[config.mk]
export PLATFORM = sky130hd
export DESIGN_NAME = xlg_rx_mac
export DESIGN_NICKNAME = d
export VERILOG_FILES = /design/src/common/eth_rx_pkg.sv /design/src/common/xlgmii_pkg.sv /design/src/rx_mac/crc32_eth_x128.sv /design/src/rx_mac/xlg_rx_fcs_check.sv /design/src/rx_mac/xlg_rx_fcs_strip.sv /design/src/rx_mac/xlg_rx_framer.sv /design/src/rx_mac/xlg_rx_lane_decode.sv /design/src/xlg_rx_mac.sv
export SDC_FILE = /design/constraint.sdc
export NUM_CORES = 2
export LEC_CHECK = 0
export ABC_CLOCK_PERIOD_IN_PS = 16700
export BUFFER_PORTS_ARGS = -buffer_cell sky130_fd_sc_hd__buf_4
export CAP_MARGIN = 20
export CORE_AREA = 2 2 529 399
export CTS_CLUSTER_SIZE = 24
export DETAILED_ROUTE_END_ITERATION = 10
export DIE_AREA = 0 0 531 401
export GPL_TIMING_DRIVEN = 1
export PLACE_DENSITY = 0.56
export SETUP_SLACK_MARGIN = 0.3
export SYNTH_ARGS = -nofsm -noshare
export SYNTH_HDL_FRONTEND = slang
export SYNTH_SLANG_ARGS = --single-unit
[constraint.sdc]
create_clock -name rx_clk -period 16.7 [get_ports rx_clk]
set_clock_uncertainty 0.15 [all_clocks]
set_input_delay 2.505 -clock rx_clk [delete_from_list [all_inputs] [get_ports rx_clk]]
set_output_delay 2.505 -clock rx_clk [all_outputs]
set_load 0.1 [all_outputs]
[src/common/eth_rx_pkg.sv]
package eth_rx_pkg;

	//////////////////////////////////////////////////////////////////////
	// Frame bus after alignment

	// Bytes per beat, first byte in the top lane
	localparam int frame_bytes = 16;
	localparam int frame_data_w = frame_bytes * 8;

	// Frame check sequence as it sits on the wire
	localparam int fcs_w = 32;

	typedef logic [frame_data_w-1:0] beat_t;

	// Holds 0 to 16 valid bytes
	typedef logic [$clog2(frame_bytes+1)-1:0] byte_count_t;

	typedef logic [fcs_w-1:0] fcs_t;

	//////////////////////////////////////////////////////////////////////
	// Framer states

	typedef enum logic [1:0] {
		// Hunting for a start character
		st_idle,
		// Preamble seen, checking the first data beat
		st_first,
		// Passing frame data
		st_active
	} rx_state_t;

endpackage

[src/common/xlgmii_pkg.sv]
package xlgmii_pkg;

	//////////////////////////////////////////////////////////////////////
	// XLGMII beat geometry

	// One control bit per byte lane
	localparam int xlgmii_lanes = 16;

	// Lane 15 sits in the top byte and is first on the wire
	localparam int xlgmii_data_w = xlgmii_lanes * 8;

	typedef logic [xlgmii_data_w-1:0] xlgmii_beat_t;

	//////////////////////////////////////////////////////////////////////
	// Control characters

	// Only valid in a lane whose control bit is set
	typedef enum logic [7:0] {
		// Inter-frame fill
		ctl_idle      = 8'h07,
		// Low power idle
		ctl_lpi       = 8'h06,
		// Always in the first lane of a half
		ctl_start     = 8'hfb,
		// Any lane, first byte after the FCS
		ctl_terminate = 8'hfd,
		// Explicit PCS error
		ctl_error     = 8'hfe,
		// Link fault ordered set
		ctl_sequence  = 8'h9c
	} xlgmii_ctl_t;

endpackage

[src/rx_mac/crc32_eth_x128.sv]
`timescale 1ns/100ps

module crc32_eth_x128 #(
	parameter int crc_stages = 2
) (
	input  logic                    rx_clk,
	input  logic                    rst_n,
	input  logic                    crc_reset,
	input  logic                    crc_update,
	input  logic                    crc_last,
	input  eth_rx_pkg::byte_count_t crc_len,
	input  eth_rx_pkg::beat_t       crc_din,
	output eth_rx_pkg::fcs_t        crc_result
);
	import eth_rx_pkg::*;

	// Reflected form of 0x04c11db7
	localparam fcs_t crc_poly = 32'hedb88320;

	fcs_t crc_q;
	fcs_t crc_base;
	fcs_t crc_next;
	fcs_t crc_wire;
	fcs_t pipe [crc_stages];

	// Top len bytes, each byte LSB first
	function automatic fcs_t crc_bytes(fcs_t crc_in, beat_t din, byte_count_t len);
		fcs_t c;
		logic fb;
		c = crc_in;
		for (int k = 0; k < frame_bytes; k++)
			if (k < len)
				for (int b = 0; b < 8; b++) begin
					fb = c[0] ^ din[120 - 8*k + b];
					c  = {1'b0, c[31:1]} ^ (fb ? crc_poly : '0);
				end
		return c;
	endfunction

	// Start beat seeds the CRC with all ones
	assign crc_base = crc_reset ? '1 : crc_q;
	assign crc_next = crc_update ? crc_bytes(crc_base, crc_din, crc_len) : crc_base;

	// Inverted, first wire byte in the top lane
	assign crc_wire = {~crc_next[7:0], ~crc_next[15:8], ~crc_next[23:16], ~crc_next[31:24]};

	always_ff @(posedge rx_clk or negedge rst_n) begin
		if (!rst_n) begin
			crc_q <= '1;
			for (int i = 0; i < crc_stages; i++)
				pipe[i] <= '0;
		end else begin
			crc_q <= crc_next;
			// Result captured only on the last beat, then ripples out
			if (crc_last)
				pipe[0] <= crc_wire;
			for (int i = 1; i < crc_stages; i++)
				pipe[i] <= pipe[i-1];
		end
	end

	assign crc_result = pipe[crc_stages-1];

endmodule

[src/rx_mac/xlg_rx_fcs_check.sv]
`timescale 1ns/100ps

module xlg_rx_fcs_check #(
	parameter int crc_stages = 2
) (
	input  logic                    rx_clk,
	input  logic                    rst_n,
	input  logic                    st_start,
	input  logic                    st_data_valid,
	input  eth_rx_pkg::byte_count_t st_bytes_valid,
	input  eth_rx_pkg::beat_t       st_data,
	input  logic                    st_commit,
	input  logic                    st_drop,
	input  eth_rx_pkg::fcs_t        fcs_expected,
	input  eth_rx_pkg::fcs_t        crc_result,
	output logic                    frame_start,
	output logic                    frame_data_valid,
	output eth_rx_pkg::byte_count_t frame_bytes_valid,
	output eth_rx_pkg::beat_t       frame_data,
	output logic                    frame_commit,
	output logic                    frame_drop
);
	import eth_rx_pkg::*;

	// One slot of the delay line
	typedef struct packed {
		logic        start;
		logic        data_valid;
		byte_count_t bytes_valid;
		beat_t       data;
		logic        commit;
		logic        drop;
		fcs_t        fcs;
	} slot_t;

	slot_t dly [crc_stages];
	slot_t tail;
	logic  fcs_ok;

	// Tail lines up with the CRC output
	assign tail   = dly[crc_stages-1];
	assign fcs_ok = (crc_result == tail.fcs);

	always_ff @(posedge rx_clk or negedge rst_n) begin
		if (!rst_n) begin
			for (int i = 0; i < crc_stages; i++)
				dly[i] <= '0;
			frame_start       <= 1'b0;
			frame_data_valid  <= 1'b0;
			frame_bytes_valid <= '0;
			frame_data        <= '0;
			frame_commit      <= 1'b0;
			frame_drop        <= 1'b0;
		end else begin
			dly[0] <= '{st_start, st_data_valid, st_bytes_valid, st_data,
				st_commit, st_drop, fcs_expected};
			for (int i = 1; i < crc_stages; i++)
				dly[i] <= dly[i-1];

			frame_start       <= tail.start;
			frame_data_valid  <= tail.data_valid;
			frame_bytes_valid <= tail.bytes_valid;
			frame_data        <= tail.data;
			// Bad FCS turns the commit into a drop
			frame_commit      <= tail.commit && fcs_ok && !tail.drop;
			frame_drop        <= tail.drop || (tail.commit && !fcs_ok);
		end
	end

endmodule

[src/rx_mac/xlg_rx_fcs_strip.sv]
`timescale 1ns/100ps

module xlg_rx_fcs_strip (
	input  logic                    rx_clk,
	input  logic                    rst_n,
	input  logic                    al_start,
	input  logic                    al_data_valid,
	input  eth_rx_pkg::byte_count_t al_bytes_valid,
	input  eth_rx_pkg::beat_t       al_data,
	input  logic                    al_commit,
	input  logic                    al_drop,
	output logic                    st_start,
	output logic                    st_data_valid,
	output eth_rx_pkg::byte_count_t st_bytes_valid,
	output eth_rx_pkg::beat_t       st_data,
	output logic                    st_commit,
	output logic                    st_drop,
	output eth_rx_pkg::fcs_t        fcs_expected
);
	import eth_rx_pkg::*;

	// Held beat, one behind the framer
	logic        h_start;
	logic        h_data_valid;
	byte_count_t h_bytes_valid;
	beat_t       h_data;
	logic        h_commit;
	logic        h_drop;

	logic        h_full;
	logic        tail_short;
	logic [63:0] straddle;

	assign h_full = h_data_valid && (h_bytes_valid == byte_count_t'(frame_bytes)) && !h_commit;
	// Final beat too short to hold the whole FCS
	assign tail_short = al_commit && (al_bytes_valid < byte_count_t'(4));
	// FCS split across the held beat and the final one
	assign straddle = {h_data[31:0], al_data[127:96]};

	always_ff @(posedge rx_clk or negedge rst_n) begin
		if (!rst_n) begin
			h_start        <= 1'b0;
			h_data_valid   <= 1'b0;
			h_bytes_valid  <= '0;
			h_data         <= '0;
			h_commit       <= 1'b0;
			h_drop         <= 1'b0;
			st_start       <= 1'b0;
			st_data_valid  <= 1'b0;
			st_bytes_valid <= '0;
			st_data        <= '0;
			st_commit      <= 1'b0;
			st_drop        <= 1'b0;
			fcs_expected   <= '0;
		end else begin
			h_start        <= al_start;
			h_data_valid   <= al_data_valid;
			h_bytes_valid  <= al_bytes_valid;
			h_data         <= al_data;
			h_commit       <= al_commit;
			h_drop         <= al_drop;

			st_start       <= h_start;
			st_data        <= h_data;
			st_drop        <= h_drop;
			st_data_valid  <= 1'b0;
			st_bytes_valid <= '0;
			st_commit      <= 1'b0;

			if (h_full && tail_short) begin
				// Frame ends early in the next beat, this one loses its FCS bytes
				st_data_valid  <= 1'b1;
				st_bytes_valid <= byte_count_t'(12) + al_bytes_valid;
				st_commit      <= 1'b1;
				fcs_expected   <= straddle[(32 - 8*al_bytes_valid) +: 32];
			end else if (h_full) begin
				// At least 4 bytes follow, whole beat is payload
				st_data_valid  <= 1'b1;
				st_bytes_valid <= byte_count_t'(frame_bytes);
			end else if (h_commit && (h_bytes_valid >= byte_count_t'(4))) begin
				// FCS entirely inside the last beat
				st_data_valid  <= (h_bytes_valid != byte_count_t'(4));
				st_bytes_valid <= h_bytes_valid - byte_count_t'(4);
				st_commit      <= 1'b1;
				fcs_expected   <= h_data[(128 - 8*h_bytes_valid) +: 32];
			end
		end
	end

endmodule

[src/rx_mac/xlg_rx_framer.sv]
`timescale 1ns/100ps

module xlg_rx_framer (
	input  logic                                    rx_clk,
	input  logic                                    rst_n,
	input  xlgmii_pkg::xlgmii_beat_t                dec_data,
	input  logic                                    start_left,
	input  logic                                    start_right,
	input  logic                                    ctl_left,
	input  logic                                    ctl_left_low,
	input  logic                                    ctl_right,
	input  logic                                    ctl_right_low,
	input  logic [xlgmii_pkg::xlgmii_lanes-1:0]     end_found,
	input  logic [xlgmii_pkg::xlgmii_lanes-1:0]     err_found,
	output logic                                    al_start,
	output logic                                    al_data_valid,
	output eth_rx_pkg::byte_count_t                 al_bytes_valid,
	output eth_rx_pkg::beat_t                       al_data,
	output logic                                    al_commit,
	output logic                                    al_drop
);
	import eth_rx_pkg::*;

	rx_state_t   state;
	// Set when the start was in lane 7, beats are then already aligned
	logic        phase;
	// A left-phase frame left bytes in the low half of its last beat
	logic        final_word;
	byte_count_t last_valid;
	logic [63:0] low_ff;
	beat_t       aligned;
	byte_count_t end_bytes;

	// Left phase borrows the low half of the previous beat
	assign aligned = phase ? dec_data : {low_ff, dec_data[127:64]};

	// Raw beat bytes ahead of the first terminate
	always_comb begin
		end_bytes = '0;
		for (int i = 0; i < 16; i++)
			if (end_found[i])
				end_bytes = byte_count_t'(15 - i);
	end

	always_ff @(posedge rx_clk or negedge rst_n) begin
		if (!rst_n) begin
			state          <= st_idle;
			phase          <= 1'b0;
			final_word     <= 1'b0;
			last_valid     <= '0;
			low_ff         <= '0;
			al_start       <= 1'b0;
			al_data_valid  <= 1'b0;
			al_bytes_valid <= '0;
			al_data        <= '0;
			al_commit      <= 1'b0;
			al_drop        <= 1'b0;
		end else begin
			// Pulses default low
			al_start       <= 1'b0;
			al_data_valid  <= 1'b0;
			al_bytes_valid <= '0;
			al_data        <= aligned;
			al_commit      <= 1'b0;
			al_drop        <= 1'b0;
			low_ff         <= dec_data[63:0];

			case (state)

				//////////////////////////////////////////////////////////////////////
				// Between frames

				st_idle: begin
					// Tail of a left-phase frame goes out here
					if (final_word) begin
						final_word     <= 1'b0;
						al_data        <= {low_ff, 64'h0};
						al_data_valid  <= 1'b1;
						al_bytes_valid <= last_valid;
						al_commit      <= 1'b1;
					end
					// Left start, right half already holds frame data
					if (start_left) begin
						if (!(ctl_left_low || ctl_right)) begin
							phase <= 1'b0;
							state <= st_first;
						end
					end else if (start_right && !ctl_right_low) begin
						phase <= 1'b1;
						state <= st_first;
					end
				end

				//////////////////////////////////////////////////////////////////////
				// First full data beat

				st_first: begin
					// Frames are at least 64 bytes, so control here means a runt
					if (ctl_left || ctl_right)
						state <= st_idle;
					else begin
						al_start       <= 1'b1;
						al_data_valid  <= 1'b1;
						al_bytes_valid <= byte_count_t'(frame_bytes);
						state          <= st_active;
					end
				end

				//////////////////////////////////////////////////////////////////////
				// Frame body and end

				st_active: begin
					al_data_valid  <= 1'b1;
					al_bytes_valid <= byte_count_t'(frame_bytes);
					// Bad character, or control with no terminate
					if ((|err_found) || (!(|end_found) && (ctl_left || ctl_right))) begin
						al_data_valid  <= 1'b0;
						al_bytes_valid <= '0;
						al_drop        <= 1'b1;
						state          <= st_idle;
					end else if (ctl_left || ctl_right) begin
						if (phase || (|end_found[15:8])) begin
							al_commit      <= 1'b1;
							// Aligned: terminate lane gives the count directly
							al_bytes_valid <= phase ? end_bytes : end_bytes + byte_count_t'(8);
							al_data_valid  <= !phase || (end_bytes != '0);
							// Next frame may start in lane 7 of this beat
							if (start_right && !ctl_right_low) begin
								phase <= 1'b1;
								state <= st_first;
							end else
								state <= st_idle;
						end else begin
							// Terminate in the right half of a left-phase frame
							al_commit  <= end_found[7];
							final_word <= !end_found[7];
							last_valid <= end_bytes - byte_count_t'(8);
							state      <= st_idle;
						end
					end
				end

				default: state <= st_idle;

			endcase
		end
	end

endmodule

[src/rx_mac/xlg_rx_lane_decode.sv]
`timescale 1ns/100ps

module xlg_rx_lane_decode (
	input  logic                                    rx_clk,
	input  logic                                    rst_n,
	input  logic [xlgmii_pkg::xlgmii_lanes-1:0]     xlgmii_ctl,
	input  xlgmii_pkg::xlgmii_beat_t                xlgmii_data,
	output xlgmii_pkg::xlgmii_beat_t                dec_data,
	output logic                                    start_left,
	output logic                                    start_right,
	output logic                                    ctl_left,
	output logic                                    ctl_left_low,
	output logic                                    ctl_right,
	output logic                                    ctl_right_low,
	output logic [xlgmii_pkg::xlgmii_lanes-1:0]     end_found,
	output logic [xlgmii_pkg::xlgmii_lanes-1:0]     err_found
);
	import xlgmii_pkg::*;

	logic [xlgmii_lanes-1:0] term_lane;
	logic [xlgmii_lanes-1:0] bad_lane;

	// Per-lane classification of the raw beat
	always_comb begin
		logic [7:0] lane;
		for (int i = 0; i < xlgmii_lanes; i++) begin
			lane = xlgmii_data[i*8 +: 8];
			term_lane[i] = xlgmii_ctl[i] && (lane == ctl_terminate);
			// Error char is not in the list, so it flags here too
			bad_lane[i] = xlgmii_ctl[i] &&
				!(lane inside {ctl_idle, ctl_lpi, ctl_sequence, ctl_start, ctl_terminate});
		end
	end

	// Flags registered with the data they describe
	always_ff @(posedge rx_clk or negedge rst_n) begin
		if (!rst_n) begin
			dec_data      <= '0;
			start_left    <= 1'b0;
			start_right   <= 1'b0;
			ctl_left      <= 1'b0;
			ctl_left_low  <= 1'b0;
			ctl_right     <= 1'b0;
			ctl_right_low <= 1'b0;
			end_found     <= '0;
			err_found     <= '0;
		end else begin
			dec_data      <= xlgmii_data;
			// Start is only legal in lane 15 or lane 7
			start_left    <= xlgmii_ctl[15] && (xlgmii_data[127:120] == ctl_start);
			start_right   <= xlgmii_ctl[7] && (xlgmii_data[63:56] == ctl_start);
			// Low variants skip the lane that may hold the start
			ctl_left      <= |xlgmii_ctl[15:8];
			ctl_left_low  <= |xlgmii_ctl[14:8];
			ctl_right     <= |xlgmii_ctl[7:0];
			ctl_right_low <= |xlgmii_ctl[6:0];
			end_found     <= term_lane;
			err_found     <= bad_lane;
		end
	end

endmodule

[src/xlg_rx_mac.sv]
`timescale 1ns/100ps

module xlg_rx_mac #(
	parameter int crc_stages = 2
) (
	input  logic                                rx_clk,
	input  logic                                rst_n,
	input  logic [xlgmii_pkg::xlgmii_lanes-1:0] xlgmii_ctl,
	input  xlgmii_pkg::xlgmii_beat_t            xlgmii_data,
	output logic                                frame_start,
	output logic                                frame_data_valid,
	output eth_rx_pkg::byte_count_t             frame_bytes_valid,
	output eth_rx_pkg::beat_t                   frame_data,
	output logic                                frame_commit,
	output logic                                frame_drop
);
	import xlgmii_pkg::*;
	import eth_rx_pkg::*;

	//////////////////////////////////////////////////////////////////////
	// Lane decode

	xlgmii_beat_t            dec_data;
	logic                    start_left;
	logic                    start_right;
	logic                    ctl_left;
	logic                    ctl_left_low;
	logic                    ctl_right;
	logic                    ctl_right_low;
	logic [xlgmii_lanes-1:0] end_found;
	logic [xlgmii_lanes-1:0] err_found;

	xlg_rx_lane_decode u_decode (
		.rx_clk, .rst_n, .xlgmii_ctl, .xlgmii_data, .dec_data,
		.start_left, .start_right, .ctl_left, .ctl_left_low,
		.ctl_right, .ctl_right_low, .end_found, .err_found
	);

	//////////////////////////////////////////////////////////////////////
	// Framing, FCS strip and check

	// Aligned bus
	logic        al_start, al_data_valid, al_commit, al_drop;
	byte_count_t al_bytes_valid;
	beat_t       al_data;

	// Payload-only bus
	logic        st_start, st_data_valid, st_commit, st_drop;
	byte_count_t st_bytes_valid;
	beat_t       st_data;
	fcs_t        fcs_expected;
	fcs_t        crc_result;

	xlg_rx_framer u_framer (
		.rx_clk, .rst_n, .dec_data, .start_left, .start_right,
		.ctl_left, .ctl_left_low, .ctl_right, .ctl_right_low, .end_found, .err_found,
		.al_start, .al_data_valid, .al_bytes_valid, .al_data, .al_commit, .al_drop
	);

	xlg_rx_fcs_strip u_strip (
		.rx_clk, .rst_n,
		.al_start, .al_data_valid, .al_bytes_valid, .al_data, .al_commit, .al_drop,
		.st_start, .st_data_valid, .st_bytes_valid, .st_data, .st_commit, .st_drop,
		.fcs_expected
	);

	crc32_eth_x128 #(.crc_stages(crc_stages)) u_crc (
		.rx_clk, .rst_n,
		.crc_reset  (st_start),
		.crc_update (st_data_valid),
		.crc_last   (st_commit),
		.crc_len    (st_bytes_valid),
		.crc_din    (st_data),
		.crc_result
	);

	xlg_rx_fcs_check #(.crc_stages(crc_stages)) u_check (
		.rx_clk, .rst_n,
		.st_start, .st_data_valid, .st_bytes_valid, .st_data, .st_commit, .st_drop,
		.fcs_expected, .crc_result,
		.frame_start, .frame_data_valid, .frame_bytes_valid, .frame_data,
		.frame_commit, .frame_drop
	);

endmodule
# Word-level counts from Yosys, hierarchy flattened
# Cells that the tools add are included.
# totals
regBits,1253
input_bits,146
# classes
addsub,6
magnitude_cmp,18
n_eq_ne,93
shift,2
n_mux,217
bitwise_logic,262
reduce_logical,105
# ops
op,count
$mux W32,149
$xor A31 B32 Y32,128
$eq A8 B8 Y1 const B,48
$mux W128,3
$eq A8 B3 Y1 const B,32
$shiftx A128 B33 Y32,1
$xor A1 B1 Y1,128
$mux W5,24
$reduce_bool A5 Y1,17
$shiftx A64 B33 Y32,1
$logic_and A1 B1 Y1,44
$lt A4 B5 Y1 const A,8
$eq A32 B32 Y1,1
$not A8 Y8,4
$reduce_or A16 Y1,2
$mux W1,28
$reduce_or A8 Y1,3
$logic_not A1 Y1,23
$lt A3 B5 Y1 const A,4
$pmux W5 S3,1
$reduce_or A7 Y1,2
$mux W2,6
$lt A1 B5 Y1 const A,2
$lt A2 B5 Y1 const A,2
other kinds (29),42

# Depth between registers and ports, before layout
# depth
depth_word,403
depth_mapped,62
depth_no_buf,55

# Hierarchy
# A second synthesis with hierarchy kept.
# hier_totals
cells_unflattened,6211
hier_area_um2,70162.3
# modules_own_cells
module,instances,cells_each,area_each_um2
crc32_eth_x128,1,3607,30444.2
xlg_rx_fcs_strip,1,1199,14483.9
xlg_rx_fcs_check,1,520,12253.0
xlg_rx_framer,1,525,7598.5
xlg_rx_lane_decode,1,360,5382.7

# Least setup slack after synthesis
# Ideal clock, no wire load.
# synth_timing
kind,reg2reg
from,register u_crc.crc_q[3]
to,register u_crc.pipe[32] in the netlist's numbering
setup_ns,0.082
arrival_time_ns,17.855
t_required_ns,16.468
setup_slack_ns,-1.386
stages_incl_launch_ff,56
period_less_slack_ns,18.086
path_cell_list,dfstp_2 buf_4 xor3_1 or3_1 a211o_1 a31oi_4 xnor2_2 xnor3_1 o21a_2 xnor2_4 xnor3_1 xor2_1 a21oi_2 xnor3_1 xnor3_1 a21oi_1 xnor3_2 xnor2_1 [20 not listed] xnor2_2 xnor2_2 xnor2_1 o21a_1 xnor3_1 o21ai_1 xor3_1 xnor3_1 mux2i_1 xnor3_2 xnor3_1 o21ai_2 xor2_2 xnor3_1 xnor3_1 nand2_1 o211ai_1 a31oi_1
# synth_via
elab_chain_cells,189
# synth_rtl
item,line_no,source
from (decl),crc32_eth_x128.sv:20,fcs_t crc_q;
from (signal assigned),crc32_eth_x128.sv:53,crc_q <= crc_next;
$mux W32 *,crc32_eth_x128.sv:41,assign crc_base = crc_reset ? '1 : crc_q;
$xor A31 B32 Y32 (3 in series),crc32_eth_x128.sv:35,"c = {1'b0, c[31:1]} ^ (fb ? crc_poly : '0);"
$xor A1 B1 Y1,crc32_eth_x128.sv:34,fb = c[0] ^ din[120 - 8*k + b];
$mux W32,crc32_eth_x128.sv:35,
$xor A31 B32 Y32 (5 in series),crc32_eth_x128.sv:35,
$mux W32 *,crc32_eth_x128.sv:32,if (k < len)
$xor A31 B32 Y32,crc32_eth_x128.sv:35,
$xor A1 B1 Y1 / $xor A31 B32 Y32 (equally long branches),"crc32_eth_x128.sv:34, crc32_eth_x128.sv:35",
[162 not listed],-,
$xor A31 B32 Y32 / $mux W32 (equally long branches),crc32_eth_x128.sv:35,
$xor A31 B32 Y32 (6 in series),crc32_eth_x128.sv:35,
$xor A1 B1 Y1,crc32_eth_x128.sv:34,
$mux W32,crc32_eth_x128.sv:35,
$xor A31 B32 Y32,crc32_eth_x128.sv:35,
$mux W32 *,crc32_eth_x128.sv:32,
$mux W32 *,crc32_eth_x128.sv:42,"assign crc_next = crc_update ? crc_bytes(crc_base, crc_din, crc_len) : crc_base;"
$not A8 Y8 *,crc32_eth_x128.sv:45,"assign crc_wire = {~crc_next[7:0], ~crc_next[15:8], ~crc_next[23:16], ~crc_next[31:24]};"
"to (signal, indexed assignment)",crc32_eth_x128.sv:58,pipe[i] <= pipe[i-1];
to (decl),crc32_eth_x128.sv:24,fcs_t pipe [crc_stages];
# Every way passes the cells marked *; elsewhere a longest branch is shown, timed or not.
# A chain may end at the register's enable or synchronous reset.

# Final worst setup path
# layout_timing
from,register u_crc.crc_q[3]
to,register u_crc.pipe[60] in the netlist's numbering
# layout_via
elab_chain_cells,189
# layout_rtl
item,line_no
$mux W32 *,crc32_eth_x128.sv:41
$xor A31 B32 Y32 (3 in series),crc32_eth_x128.sv:35
$xor A1 B1 Y1,crc32_eth_x128.sv:34
$mux W32,crc32_eth_x128.sv:35
$xor A31 B32 Y32 (5 in series),crc32_eth_x128.sv:35
$mux W32 *,crc32_eth_x128.sv:32
$xor A31 B32 Y32,crc32_eth_x128.sv:35
$xor A1 B1 Y1 / $xor A31 B32 Y32 (equally long branches),"crc32_eth_x128.sv:34, crc32_eth_x128.sv:35"
[166 not listed],-
$mux W32 / $xor A31 B32 Y32 (equally long branches),crc32_eth_x128.sv:35
$xor A31 B32 Y32,crc32_eth_x128.sv:35
$xor A31 B32 Y32 / $xor A1 B1 Y1 (equally long branches),"crc32_eth_x128.sv:35, crc32_eth_x128.sv:34"
$xor A31 B32 Y32 / $mux W32 (equally long branches),crc32_eth_x128.sv:35
$xor A31 B32 Y32 (2 in series),crc32_eth_x128.sv:35
$mux W32 *,crc32_eth_x128.sv:32
$mux W32 *,crc32_eth_x128.sv:42
$not A8 Y8 *,crc32_eth_x128.sv:45
# Marked as above.

==> results list <==
- Part of the cycle the worst path needs: 1.01
* First drt pass iteration count: 11
* Fraction of final layout cells with drive strength greater than 1: 0.364
* Post-synthesis cell area: 0.0662 mm^2
- Worst Setup Path Type: reg2reg
* Actual transition at the worst max-transition pin: 1.18 ns
- In the post-route analysis, the smallest setup slack over all paths is -0.125 ns.
- Multi-input logic area: 0.0364 mm^2
- Setup violators final: 25
- Placed wire-length estimate after detailed placement: 194 mm
- TritonCTS built the clock tree.
* Chip height: 401 um
* Max transition margin: 0.209
- The floorplan has 145 rows.
* Time the final worst path needs with I/O delays and setup: 16.82 ns
* Commonest cells after routing, fill and taps aside: buf_4 (1433), dfrtp_1 (1208), xnor2_1 (555)
- The initial utilization of the core area, before any placement, comes to 0.319.
- The first global-routing pass estimated 355 mm of wire.
- The number of max-slew violations in the final report came to 0.
- Dividing the detail-routed wire length by the instance count gives 25.8 um.
* Number of inserted filler cells in the final layout: 19400
- Crit path required time: 17.14 ns
* Total DRC errors in the routed layout: 0
* Number of levels in the clock H-tree: 3
- IR drop worst, VDD: 0.0987 mV
- The worst setup path is captured at a register.
- Relative to the synthesized area, the layout overhead comes to 32.5%.
- Leaving out fill and tap cells, the most frequent cell in the layout is buf_4.
- CTS placed an instance of clkbuf_16 at the clock tree root.
- For this design, the sink count on the clock tree is 1252.
- In the final design database the tool counted 6910 nets.
* Async set-reset flop share out of synthesis: 1.00
- In the synthesized netlist the dominant register cell turns out to be dfrtp_1.
- In this design, the largest share of critical-path delay is due to XOR/XNOR gates.
- The share of total power dissipated in combinational logic is 0.191.
- FF+latch count, synth: 1252
* Global-route usage over all layers: 0.231
- For this run, the number of Yosys warnings is 0.
- DRT Wirelength: 250 mm
- Category of the worst setup path launch point: register
- Cell with the biggest individual delay on the critical path: dfstp_2
- CTS buffer count: 118
- Fraction of power consumed by the clock network: 0.375
- The flow ran to the end, but the final reports show violations.
- Dividing the detail-routed via count by the number of cells gives 5.05.
* DRC violation total after the first TritonRoute iteration: 5445
- Prior to clock tree synthesis, the placed netlist has a worst setup slack of -0.890 ns.
* Via count: 48800
- Routability-driven placement finished with a final weighted congestion of 0.944.
- Global route overflow: 0
- The via count of the first global-routing pass came to 48200.
- No sink is reached through more buffers than the 3 on the longest clock path.
- Number of standard cells in the layout, taps in and fillers out: 9659
* Largest stage delay, worst path: 0.62 ns
- Maximum frequency from static timing analysis: 59.4 MHz
- In this run the worst hold path is classified as reg2reg.
- The number of buffers and inverters on the critical path is 18.
- The floorplan step defined a core boundary enclosing 0.208 mm^2.
* Reg area: 0.0314 mm^2
- Of the total power, the share spent switching nets is 0.278.
- Number of top-level design ports: 283
* Port Buffer Count: 282
* Final antenna-violating net count: 0
- Net load switching power: 2.13 mW
- Mean post-synth cell area: 12.3 um^2
- The analysis attributes to cell leakage a power of 38.9 nW.
- Setup repair after global routing could not meet its margin everywhere.
* Syn Nets: 5530
- Internal power: 5.54 mW
- The most numerous cell type found on the critical path is buf_6.
- Number of unique standard cell types used by synthesis: 116
- The synthesized design contains 0 enable-type register cells.
- Entering global routing, the biggest net connects 186 pins.
- Final-report hold violation count: 0
* Worst Path Max Fanout: 4
* Pwr dens: 87.5 mW/mm^2
- Across the run, the number of max-cap violations was 0.
* Synthesized instance count: 5376
- For this run, the register share of the synthesized area comes to 0.474.
* Violated checks: setup timing
- Clock latency on the worst-skew pair, taken at its later pin, is 0.78 ns.
- Once placement completed, the tool counted placed cells totaling 9174.
- The number of antenna violations at the first check in global routing is 37.
- From left edge to right edge, the die measures 531 um.
- After clock tree synthesis, the clock-pin slew on the worst setup and hold paths is 0.07 ns.
- Die area: 0.213 mm^2
- STA puts the critical path data arrival time at 17.27 ns.
- Sequential fraction of design power: 0.433
cell usage after synthesis, types with 16 or more instances:
cell type	count	area share
o211ai_1	21	0.0024
a22oi_1	30	0.0034
nand4_1	19	0.0018
xor2_2	16	0.0039
clkbuf_1	170	0.0096
mux2i_1	274	0.041
mux4_2	92	0.031
nor2_1	422	0.024
xnor2_2	29	0.0071
a21oi_2	19	0.0025
nor4_1	26	0.0025
a211oi_1	29	0.0033
o21ai_0	194	0.015
nand3_1	61	0.0046
o21ai_1	19	0.0014
dfrtp_1	1220	0.46
o22ai_1	32	0.0030
nor2b_1	32	0.0030
o21a_1	23	0.0026
xor2_1	253	0.033
buf_1	49	0.0028
and2_1	28	0.0026
xnor2_1	665	0.088
nor3_1	95	0.0072
a21oi_1	299	0.023
inv_1	38	0.0022
dfstp_2	32	0.013
buf_2	34	0.0026
nand2_1	315	0.018
xor3_1	48	0.017
a31oi_1	39	0.0037
xnor3_1	229	0.078
or3_1	31	0.0029
nand2b_1	16	0.0015
mux2_2	107	0.018
layer usage:
layer / track usage / part of all wire / up-vias
met4: 0.0576 / 0.029 / 10
met5: 0 / 0.00032 / -
met3: 0.0441 / 0.087 / 345
li1: - / - / 21500
met1: 0.360 / 0.47 / 24800
met2: 0.323 / 0.41 / 2132
what timing repair did:
item / in CTS / in global routing
buffers inserted: 161 / 92
gates resized for setup: 212 / 199
pin swaps: 161 / 88
endpoints found under the setup margin: 64 / 64
gates cloned: 2 / 0
endpoints found under the hold margin: 0 / 0
hold buffers: 0 / 0
state kept, by name, summed over array words and instances, names as in the netlist, 16 cells and up:
signal and count:
u_check.dly 338, u_check.frame_data 128, u_decode.dec_data 128, u_framer.al_data 128, u_strip.h_data 128, u_strip.st_data 128, u_framer.low_ff 64, u_crc.crc_q 32
u_crc.crc_result 32, u_crc.pipe 32, u_strip.fcs_expected 32, u_decode.end_found 16, u_decode.err_found 16
cell type report:
class / instances / share of cell area
sequential: 1252 / 0.358
clock buffer: 161 / 0.0386
timing repair buffer: 1521 / 0.137
multi-input combinational: 3821 / 0.415
tap: 2793 / 0.0398
inverter: 42 / 0.00180
clock inverter: 64 / 0.0100
antenna: 5 / 0.000143
per-stage QoR:
| step | power (mW) | utilization | hold slack, ns | area [um^2] | TNS [ns] |
|---|---|---|---|---|---|
| after detailed placement | 4.70 | 0.381 | 0.185 | 79200 | -36.96 |
| after global placement | 4.70 | 0.381 | 0.183 | 79200 | -32.26 |
| after CTS | 7.66 | 0.413 | 0.157 | 85900 | 0 |
| final | 7.68 | 0.422 | 0.154 | 87700 | -1.28 |
| after global routing | 7.96 | 0.422 | 0.161 | 87700 | -26.49 |
| after floorplan | 4.12 | - | 0.181 | 66900 | 0 |
cells by family (layout without fill, tap and decap cells):
logic type / Yosys count / count (layout) / share of synthesized area
multiplexers: 491 / 491 / 0.0963
other: 0 / 5 / 0
flip-flops: 1252 / 1252 / 0.474
AO/OA/AOI/OAI: 902 / 902 / 0.0890
adder cells (fa/ha/maj): 8 / 8 / 0.00151
XOR/XNOR: 1271 / 1271 / 0.240
AND/OR/NAND/NOR: 1148 / 1149 / 0.0807
buffers and inverters: 304 / 1788 / 0.0185
path summary, 6_finish.rpt:
path | startpoint | to | slack (ns) | depth (start not counted)
worst max-delay path | u_crc.crc_q[3] | u_crc.pipe[60] | -0.12 | 71
worst min-delay path | u_framer.al_data[30] | u_strip.h_data[30] | 0.15 | 0
worst max register to register | u_crc.crc_q[3] | u_crc.pipe[60] | -0.12 | 71
worst min register to register | u_framer.al_data[30] | u_strip.h_data[30] | 0.15 | 0
max in group asynchronous | rst_n | u_framer.phase | 11.64 | 4
min in group asynchronous | rst_n | u_check.frame_data[68] | 1.57 | 1
power groups by stage:
stage / sequential [mW] / clock, mW / combinational (mW)
after floorplan: 3.38 / 0 / 0.735
after global placement: 3.37 / 0 / 1.33
after detailed placement: 3.37 / 0 / 1.33
after CTS: 3.32 / 2.95 / 1.40
after global routing: 3.33 / 3.08 / 1.56
final: 3.33 / 2.88 / 1.47
Power figures use the tool's default switching activity.
